## src/source/fixed_point_pkg.sv

```systemverilog
package fixed_point_pkg;

  // Q4.12 operands and result
  localparam int sample_width = 16;
  localparam int frac_bits    = 12;

  // Full signed product of two sign-extended samples
  localparam int product_width = 2 * sample_width;

  // Product carries twice the fraction bits, so the slice
  // drops frac_bits from the bottom to return to Q4.12
  localparam int result_lsb = 2 * frac_bits - frac_bits;
  localparam int result_msb = result_lsb + sample_width - 1;

  // One data, grid or scale sample
  typedef logic signed [sample_width-1:0] sample_t;

  // Full-width product
  typedef logic signed [product_width-1:0] product_t;

endpackage

```

## src/source/stream_pkg.sv

```systemverilog
package stream_pkg;

  // Input beat as held by the aligner registers
  typedef struct packed {
    fixed_point_pkg::sample_t value;
    logic                     last;
  } in_beat_t;

  // Result beat as held by the output register
  typedef struct packed {
    logic [fixed_point_pkg::sample_width-1:0] value;
    logic                                     last;
  } result_beat_t;

endpackage

```

## src/source/stream_skid_buffer.sv

```systemverilog
`timescale 1ns/1ps

module stream_skid_buffer #(
  parameter type payload_t = logic
) (
  input  logic     clk,
  input  logic     rst_n,

  input  logic     in_valid,
  output logic     in_ready,
  input  payload_t in_payload,

  output logic     out_valid,
  input  logic     out_ready,
  output payload_t out_payload
);

  payload_t main_payload;
  payload_t skid_payload;
  logic     main_valid;
  logic     skid_valid;
  logic     ready_reg;
  logic     ready_next;
  logic     main_load_in;
  logic     main_load_skid;
  logic     skid_load;

  // Stay open if downstream drains, or a slot is still free
  // after this cycle
  assign ready_next = out_ready | (~skid_valid & (~main_valid | ~in_valid));

  // Input goes straight to main when main empties or is empty
  assign main_load_in = ready_reg & (out_ready | ~main_valid);

  // Downstream stalled while we were still open
  assign skid_load = ready_reg & main_valid & ~out_ready;

  // Drain skid entry first once downstream moves again
  assign main_load_skid = ~ready_reg & out_ready;

  always_ff @(posedge clk or negedge rst_n) begin
    if (!rst_n) begin
      main_valid <= 1'b0;
      skid_valid <= 1'b0;
      ready_reg  <= 1'b0;
    end else begin
      ready_reg <= ready_next;

      if (main_load_in) begin
        main_valid <= in_valid;
      end else if (main_load_skid) begin
        main_valid <= skid_valid;
      end

      if (skid_load) begin
        skid_valid <= in_valid;
      end else if (main_load_skid) begin
        skid_valid <= 1'b0;
      end
    end
  end

  always_ff @(posedge clk) begin
    if (main_load_in) begin
      main_payload <= in_payload;
    end else if (main_load_skid) begin
      main_payload <= skid_payload;
    end

    if (skid_load) begin
      skid_payload <= in_payload;
    end
  end

  assign in_ready    = ready_reg;
  assign out_valid   = main_valid;
  assign out_payload = main_payload;

endmodule

```

## src/source/frame_aligner.sv

```systemverilog
`timescale 1ns/1ps

module frame_aligner (
  input  logic                     clk,
  input  logic                     rst_n,

  input  logic                     data_valid,
  output logic                     data_ready,
  input  fixed_point_pkg::sample_t data_value,
  input  logic                     data_last,

  input  logic                     grid_valid,
  output logic                     grid_ready,
  input  fixed_point_pkg::sample_t grid_value,
  input  logic                     grid_last,

  input  logic                     scale_valid,
  output logic                     scale_ready,
  input  fixed_point_pkg::sample_t scale_value,
  input  logic                     scale_last,

  output logic                     joint_valid,
  input  logic                     joint_ready,
  output logic                     joint_last,
  output fixed_point_pkg::sample_t data_sample,
  output fixed_point_pkg::sample_t grid_sample,
  output fixed_point_pkg::sample_t scale_sample
);

  // Stream index 0 is data, 1 is grid, 2 is scale
  logic [2:0]               src_valid;
  logic [2:0]               src_ready;
  logic [2:0]               src_last;
  fixed_point_pkg::sample_t src_value [3];

  logic [2:0]               reg_in_valid;
  logic [2:0]               reg_in_ready;
  logic [2:0]               reg_out_valid;
  stream_pkg::in_beat_t     reg_in  [3];
  stream_pkg::in_beat_t     reg_out [3];

  logic [2:0]               lock;
  logic                     fire;

  assign src_valid = {scale_valid, grid_valid, data_valid};
  assign src_last  = {scale_last, grid_last, data_last};

  assign src_value[0] = data_value;
  assign src_value[1] = grid_value;
  assign src_value[2] = scale_value;

  assign data_ready  = src_ready[0];
  assign grid_ready  = src_ready[1];
  assign scale_ready = src_ready[2];

  // Join of the three held beats
  assign joint_valid = &reg_out_valid;
  assign joint_last  = joint_valid & reg_out[0].last & reg_out[1].last & reg_out[2].last;
  assign fire        = joint_valid & joint_ready;

  for (genvar i = 0; i < 3; i++) begin : g_stream
    stream_pkg::in_beat_t src_beat;

    assign src_beat.value = src_value[i];
    assign src_beat.last  = src_last[i];

    // Holding a last beat while the other frames are still running
    assign lock[i] = reg_out_valid[i] & reg_out[i].last & ~joint_last;

    // A locked stream feeds its own beat back in as it pops,
    // so the last beat repeats until the longest frame ends
    assign reg_in[i]       = lock[i] ? reg_out[i] : src_beat;
    assign reg_in_valid[i] = lock[i] ? fire : src_valid[i];

    // Next frame stays out until the lock clears
    assign src_ready[i] = reg_in_ready[i] & ~lock[i];

    stream_skid_buffer #(
      .payload_t (stream_pkg::in_beat_t)
    ) i_input_buffer (
      .clk         (clk),
      .rst_n       (rst_n),
      .in_valid    (reg_in_valid[i]),
      .in_ready    (reg_in_ready[i]),
      .in_payload  (reg_in[i]),
      .out_valid   (reg_out_valid[i]),
      .out_ready   (fire),
      .out_payload (reg_out[i])
    );
  end

  assign data_sample  = reg_out[0].value;
  assign grid_sample  = reg_out[1].value;
  assign scale_sample = reg_out[2].value;

endmodule

```

## src/source/sub_mult_datapath.sv

```systemverilog
`timescale 1ns/1ps

module sub_mult_datapath (
  input  fixed_point_pkg::sample_t                 data_sample,
  input  fixed_point_pkg::sample_t                 grid_sample,
  input  fixed_point_pkg::sample_t                 scale_sample,
  output logic [fixed_point_pkg::sample_width-1:0] result_value
);

  fixed_point_pkg::sample_t  diff;
  fixed_point_pkg::product_t diff_ext;
  fixed_point_pkg::product_t scale_ext;
  fixed_point_pkg::product_t product;

  // Difference wraps to sample width
  assign diff = data_sample - grid_sample;

  // Sign extension to the full product width
  assign diff_ext = {
    {(fixed_point_pkg::product_width - fixed_point_pkg::sample_width)
      {diff[fixed_point_pkg::sample_width-1]}},
    diff
  };
  assign scale_ext = {
    {(fixed_point_pkg::product_width - fixed_point_pkg::sample_width)
      {scale_sample[fixed_point_pkg::sample_width-1]}},
    scale_sample
  };

  // Exact, a 16x16 signed product fits in 32 bits
  assign product = diff_ext * scale_ext;

  // Back to Q4.12, upper bits are dropped
  assign result_value = product[fixed_point_pkg::result_msb:fixed_point_pkg::result_lsb];

endmodule

```

## src/source/sub_mult.sv

```systemverilog
`timescale 1ns/1ps

module sub_mult (
  input  logic                                     clk,
  input  logic                                     rst_n,

  input  logic                                     data_valid,
  output logic                                     data_ready,
  input  fixed_point_pkg::sample_t                 data_value,
  input  logic                                     data_last,

  input  logic                                     grid_valid,
  output logic                                     grid_ready,
  input  fixed_point_pkg::sample_t                 grid_value,
  input  logic                                     grid_last,

  input  logic                                     scale_valid,
  output logic                                     scale_ready,
  input  fixed_point_pkg::sample_t                 scale_value,
  input  logic                                     scale_last,

  output logic                                     result_valid,
  input  logic                                     result_ready,
  output logic [fixed_point_pkg::sample_width-1:0] result_value,
  output logic                                     result_last
);

  logic                                     joint_valid;
  logic                                     joint_ready;
  logic                                     joint_last;
  fixed_point_pkg::sample_t                 data_sample;
  fixed_point_pkg::sample_t                 grid_sample;
  fixed_point_pkg::sample_t                 scale_sample;
  logic [fixed_point_pkg::sample_width-1:0] joint_value;
  stream_pkg::result_beat_t                 joint_beat;
  stream_pkg::result_beat_t                 result_beat;

  // Input registers and frame alignment
  frame_aligner i_frame_aligner (
    .clk          (clk),
    .rst_n        (rst_n),
    .data_valid   (data_valid),
    .data_ready   (data_ready),
    .data_value   (data_value),
    .data_last    (data_last),
    .grid_valid   (grid_valid),
    .grid_ready   (grid_ready),
    .grid_value   (grid_value),
    .grid_last    (grid_last),
    .scale_valid  (scale_valid),
    .scale_ready  (scale_ready),
    .scale_value  (scale_value),
    .scale_last   (scale_last),
    .joint_valid  (joint_valid),
    .joint_ready  (joint_ready),
    .joint_last   (joint_last),
    .data_sample  (data_sample),
    .grid_sample  (grid_sample),
    .scale_sample (scale_sample)
  );

  sub_mult_datapath i_sub_mult_datapath (
    .data_sample  (data_sample),
    .grid_sample  (grid_sample),
    .scale_sample (scale_sample),
    .result_value (joint_value)
  );

  assign joint_beat.value = joint_value;
  assign joint_beat.last  = joint_last;

  // Output register
  stream_skid_buffer #(
    .payload_t (stream_pkg::result_beat_t)
  ) i_result_buffer (
    .clk         (clk),
    .rst_n       (rst_n),
    .in_valid    (joint_valid),
    .in_ready    (joint_ready),
    .in_payload  (joint_beat),
    .out_valid   (result_valid),
    .out_ready   (result_ready),
    .out_payload (result_beat)
  );

  assign result_value = result_beat.value;
  assign result_last  = result_beat.last;

endmodule

```

## config.mk

```make
export PLATFORM = sky130hd
export DESIGN_NAME = sub_mult
export DESIGN_NICKNAME = d
export VERILOG_FILES = /design/src/source/fixed_point_pkg.sv /design/src/source/stream_pkg.sv /design/src/source/stream_skid_buffer.sv /design/src/source/frame_aligner.sv /design/src/source/sub_mult_datapath.sv /design/src/source/sub_mult.sv
export SDC_FILE = /design/constraint.sdc
export NUM_CORES = 1
export LEC_CHECK = 0
export BUFFER_PORTS_ARGS = -buffer_cell sky130_fd_sc_hd__buf_2
export CORE_ASPECT_RATIO = 0.5
export CORE_MARGIN = 1
export CORE_UTILIZATION = 55
export CTS_BUF_LIST = sky130_fd_sc_hd__clkbuf_4 sky130_fd_sc_hd__clkbuf_8
export DETAILED_ROUTE_END_ITERATION = 10
export PLACE_DENSITY = 0.87
export SLEW_MARGIN = 20
export SYNTH_ARGS = -nofsm -noshare
export SYNTH_HDL_FRONTEND = slang
export SYNTH_SLANG_ARGS = --single-unit
```

## constraint.sdc

```tcl
create_clock -name clk -period 7.32 [get_ports clk]
set_input_delay 0.366 -clock clk [delete_from_list [all_inputs] [get_ports clk]]
set_output_delay 0.366 -clock clk [all_outputs]
set_load 0.005 [all_outputs]
```

# Yosys cells after proc, flatten, opt, wreduce, memory -nomap -nowiden
# Cells that the tools add are included.
# W data, S select, Z words.
# op_classes
add_sub_neg	1
multipliers	1
n_mux	30
bitwise_logic	67
n_reduce_logical	9
# ops
operator	n
$mux W17	11
$and A1 B1 Y1	33
$mul A16 B16 Y28	1
$not A1 Y1	22
$mux W1	19
$reduce_bool A2 Y1	8
$sub A16 B16 Y16	1
$or A1 B1 Y1	12
$reduce_and A3 Y1	1
# word_totals
reg_bits	148
input_bits	57
out_inout_bits	21
word_cells	136

# Depth between registers and ports, before layout
# logic_depth
ltp_word	11
ltp_mapped	35
mapped_depth_nobuf	34

# By module
# Synthesis repeated with hierarchy kept, for this count alone.
# unflattened
hier_cells	1415
area_unflattened_um2	15956.6
# by_module_without_submodules
module	n_inst	cells_per_inst	area_each_um2	seq_area_each_um2
sub_mult_datapath	1	1062	9336.5	0.0
stream_skid_buffer	4	71	1441.4	1096.1
frame_aligner	1	69	854.6	0.0

# Least setup slack after synthesis
# Ideal clock, no wire load.
# synth_timing
path_type	register to register
start	register i_frame_aligner.g_stream[1].i_input_buffer.main_payload, in the netlist i_frame_aligner.g_stream[1].i_input_buffer.out_payload[2]
end	register i_result_buffer.main_payload, in the netlist i_result_buffer.out_payload[16], data pin
setup_ns	0.260
t_arrival_ns	7.620
t_required_ns	7.060
slack_ns	-0.560
path_stages_with_launch	34
path_buffers	1
synth_period_minus_slack_ns	7.880
cell_sequence	edfxtp_1 > inv_1 > ha_1 > nor2b_1 > o31a_1 > o21ai_0 > nand2b_1 > a21o_1 > a21oi_1 > o21bai_1 > a21oi_1 > xnor2_1 > clkbuf_1 > nand2_1 > fa_1 > fa_1 > inv_1 > fa_1 > fa_1 > fa_1 > inv_1 > fa_1 > inv_1 > ha_1 > a21o_1 > a21o_1 > a21oi_1 > nor3b_1 > o21a_1 > nor3_2 > a221o_1 > a31oi_1 > xor2_1 > mux2_2
# synth_lines
element	line	rtl
from (decl)	stream_skid_buffer.sv:18	payload_t main_payload;
from (signal assigned)	stream_skid_buffer.sv:65	main_payload <= in_payload;
from (signal assigned)	stream_skid_buffer.sv:67	main_payload <= skid_payload;
to (signal assigned)	stream_skid_buffer.sv:65	
to (signal assigned)	stream_skid_buffer.sv:67	
to (decl)	stream_skid_buffer.sv:18	

==> results.sh <==
export IMPL_core_region_area_um2=27700
export IMPL_clock_latency_ns=0.50
export IMPL_drt_pass1_iter_count=5
export IMPL_dieArea_um2=28900
export IMPL_min_period_over_period_pct=111
export IMPL_rows=43
export IMPL_post_place_ws_ns=-0.711
export IMPL_holdWs_ns=0.131
export IMPL_area_growth_pct=19.5
export IMPL_cts_root_buf="clkbuf_8"
export IMPL_grt_pass1_vias=12490
export IMPL_hp_class="input pin to flip-flop"
export IMPL_mostFrequentLayoutCells="inv_1 (281), fa_1 (219), buf_4 (166), nand2_1 (145), edfxtp_1 (136)"
export IMPL_final_util_pct=66.9
export IMPL_finalHoldViolCount=0
export IMPL_cts_sinks=148
export IMPL_synth_net_count=1809
export IMPL_globalRouteOverflowTotal=0
export IMPL_tritoncts="built"
export IMPL_ant_nets=0
export IMPL_vias=11647
export IMPL_layout_min_cycle_time_ns=8.15
export IMPL_violations="negative setup slack"
export IMPL_grt_max_degree=36
export IMPL_yosysTopAreaCell="fa_1"
export IMPL_drc=0
export IMPL_max_freq_ghz=0.123
export IMPL_required_ns=7.56
export IMPL_layout_commonest_cell="inv_1"
export IMPL_layout_setup_ws_ns=-0.829
export IMPL_critPathMaxStageDelay_ns=0.66
export IMPL_antenna_found_initial=1
export IMPL_syn_inst=1434
export IMPL_post_drt_wl_per_cell_um=19.7
export IMPL_drive_gt1_share_pct=28.9
export IMPL_dp_final_hpwl_um=27600
export IMPL_cp_start_kind="flip-flop"
export IMPL_cp_arrival_ns=8.39
export IMPL_async_reset_ff_share_pct=8.11
export IMPL_ys_warn_count=0
export IMPL_synth_edf_count=136
export IMPL_syn_area_um2=15500
export IMPL_grt_pass1_wl_um=62500
export IMPL_max_cap_viol_count=0
export IMPL_clk_pin_slew_ns=0.09
export IMPL_synth_cell_types=62
export IMPL_cpMostUsedCell="fa_1"
export IMPL_status="finished, violations left"
export IMPL_crit_fanout=6
export IMPL_cts_htree_levels=4
export IMPL_drt_iter0_drc=1291
export IMPL_clock_path_buffers=2
export IMPL_ys_seq_area_share_pct=28.2
export IMPL_start_util_pct=56.0
export IMPL_nets=2035
export IMPL_synth_top_area_share_pct=29.5
export IMPL_setup_viol=30
export IMPL_relSlewSlack_pct=34.2
export IMPL_ys_dominant_reg_cell="edfxtp_1"
export IMPL_crit_path_end_kind="flip-flop"
export IMPL_io_pins=78
export IMPL_io_buffers=77
export IMPL_rsz0062_at_grt="true"
export IMPL_worstMarginPinSlew_ns=0.987
export IMPL_drt_wl_total_um=40500
export IMPL_slowest_stage="fa_2"
export IMPL_synth_area_top_cells="fa_1 (30%), edfxtp_1 (26%), ha_1 (7.2%)"
export IMPL_drv_slew=0
export IMPL_ys_ff_latch=148
export IMPL_die_h_um=121
export IMPL_synth_avg_cell_area_um2=10.8
export IMPL_global_route_usage_total_pct=28.4
export IMPL_finalClockSkew_ns=0.0262
export IMPL_gp_congestion=0.915
export IMPL_num_antenna_cells=0
export IMPL_cts_buffers_inserted=17
export IMPL_die_w_um=240
export IMPL_via_per_inst=5.67
export IMPL_worstSetupPathType="flip-flop to flip-flop"
==> timing repair <==
action | 4_1_cts | 5_1_grt
gates cloned | 0 | 0
hold endpoints to repair | 12 | 0
gates resized for setup | 42 | 52
hold buffers | 1 | 0
buffers inserted | 34 | 18
setup endpoints to repair | 25 | 30
pin swaps | 65 | 41
==> flip-flops by register name (all words and copies together) (netlist names) <==
register and flops:
i_frame_aligner.g_stream.i_input_buffer.out_payload 51, i_frame_aligner.g_stream.i_input_buffer.in_ready 3, i_result_buffer.in_ready 1, i_result_buffer.out_payload 17, i_frame_aligner.g_stream.i_input_buffer.skid_valid 3, i_result_buffer.out_valid 1, i_result_buffer.skid_payload 17, i_frame_aligner.g_stream.i_input_buffer.out_valid 3
i_frame_aligner.g_stream.i_input_buffer.skid_payload 51, i_result_buffer.skid_valid 1
==> layer usage <==
layer	part of all wire [%]	global-route usage, %	wire [µm]
met1	36	34.8	14600
met2	50	49.0	20400
met3	8.6	4.75	3490
met4	4.9	14.3	1990
met5	0.032	0	13
==> stage by stage <==
step | instance area (µm²) | cells | TNS, ns
floorplan | 15700 | 1434 | -0.550
global placement | 17400 | 1975 | -3.31
detailed placement | 17400 | 1975 | -7.68
CTS | 18200 | 2039 | -7.12
global route | 18500 | 2055 | -22.13
finish | 18500 | 2055 | -15.80
==> Yosys cell counts, types with 2 or more instances <==
library cell	instances
a211o_1	2
a211oi_1	4
a21o_1	13
a21oi_1	25
a21oi_2	2
a22oi_1	3
a31oi_1	4
and2_1	89
and2b_1	4
and2b_2	4
and3_1	7
buf_1	3
clkbuf_1	54
dfrtp_1	12
edfxtp_1	136
fa_1	229
ha_1	89
inv_1	296
mux2_1	15
mux2_2	83
nand2_1	151
nand2b_1	24
nand3_1	15
nand4_1	3
nor2_1	29
nor2b_1	11
nor3_1	8
o211ai_1	2
o21a_1	3
o21ai_0	35
o21ai_1	2
o21bai_1	3
xnor2_1	32
xor2_1	14
==> logic make-up (layout without fill, tap and decap cells) <==
group                      after synthesis  after routing  synth area share (%)
AOI/OAI and AO/OA                      111            111                  4.88
xor gates and xnor gates                48             48                  2.92
adders and majority gates              318            318                  36.7
buffers and inverters                  354            593                  8.56
DFF                                    148            148                  28.2
muxes                                   99             99                  7.17
and+or+nand+nor                        356            356                  11.5
==> critical path: cells and delay by family (launching register included) <==
| family | cells | cell delay [ns] |
|---|---|---|
| AO/OA/AOI/OAI | 7 | 1.53 |
| XOR/XNOR | 2 | 0.44 |
| adder cells (fa/ha/maj) | 8 | 3.75 |
| buffers and inverters | 8 | 0.82 |
| flip-flops | 1 | 0.45 |
| multiplexers | 1 | 0.27 |
| AND/OR/NAND/NOR | 5 | 0.65 |
==> worst paths after layout <==
| path | depth (start not counted) | slack, ns | to | from |
|---|---|---|---|---|
| worst max-delay path | 31 | -0.83 | i_result_buffer.out_payload[12]$_DFFE_PP_ | flip-flop |
| worst min-delay path | 3 | 0.13 | i_result_buffer.in_ready$_DFF_PN0_ | result_ready |
| worst max register to register | 31 | -0.83 | i_result_buffer.out_payload[12]$_DFFE_PP_ | flip-flop |
| worst min register to register | 1 | 0.50 | flip-flop | flip-flop |
| max in group asynchronous | 2 | 6.81 | async pin | rst_n |
| min in group asynchronous | 2 | 0.29 | i_result_buffer.in_ready$_DFF_PN0_ | rst_n |
==> final cells by class <==
class	instances	area, µm²
inverter	297	1110
fill	1729	9160
timing repair buffer	264	1900
sequential	148	4380
multi-input combinational	932	10200
tap	382	478
clock buffer	22	278
clock inverter	10	150
Power is left out: the tool's default activity adds up to more than one toggle a clock period on the data nets, which glitch-free logic cannot reach.
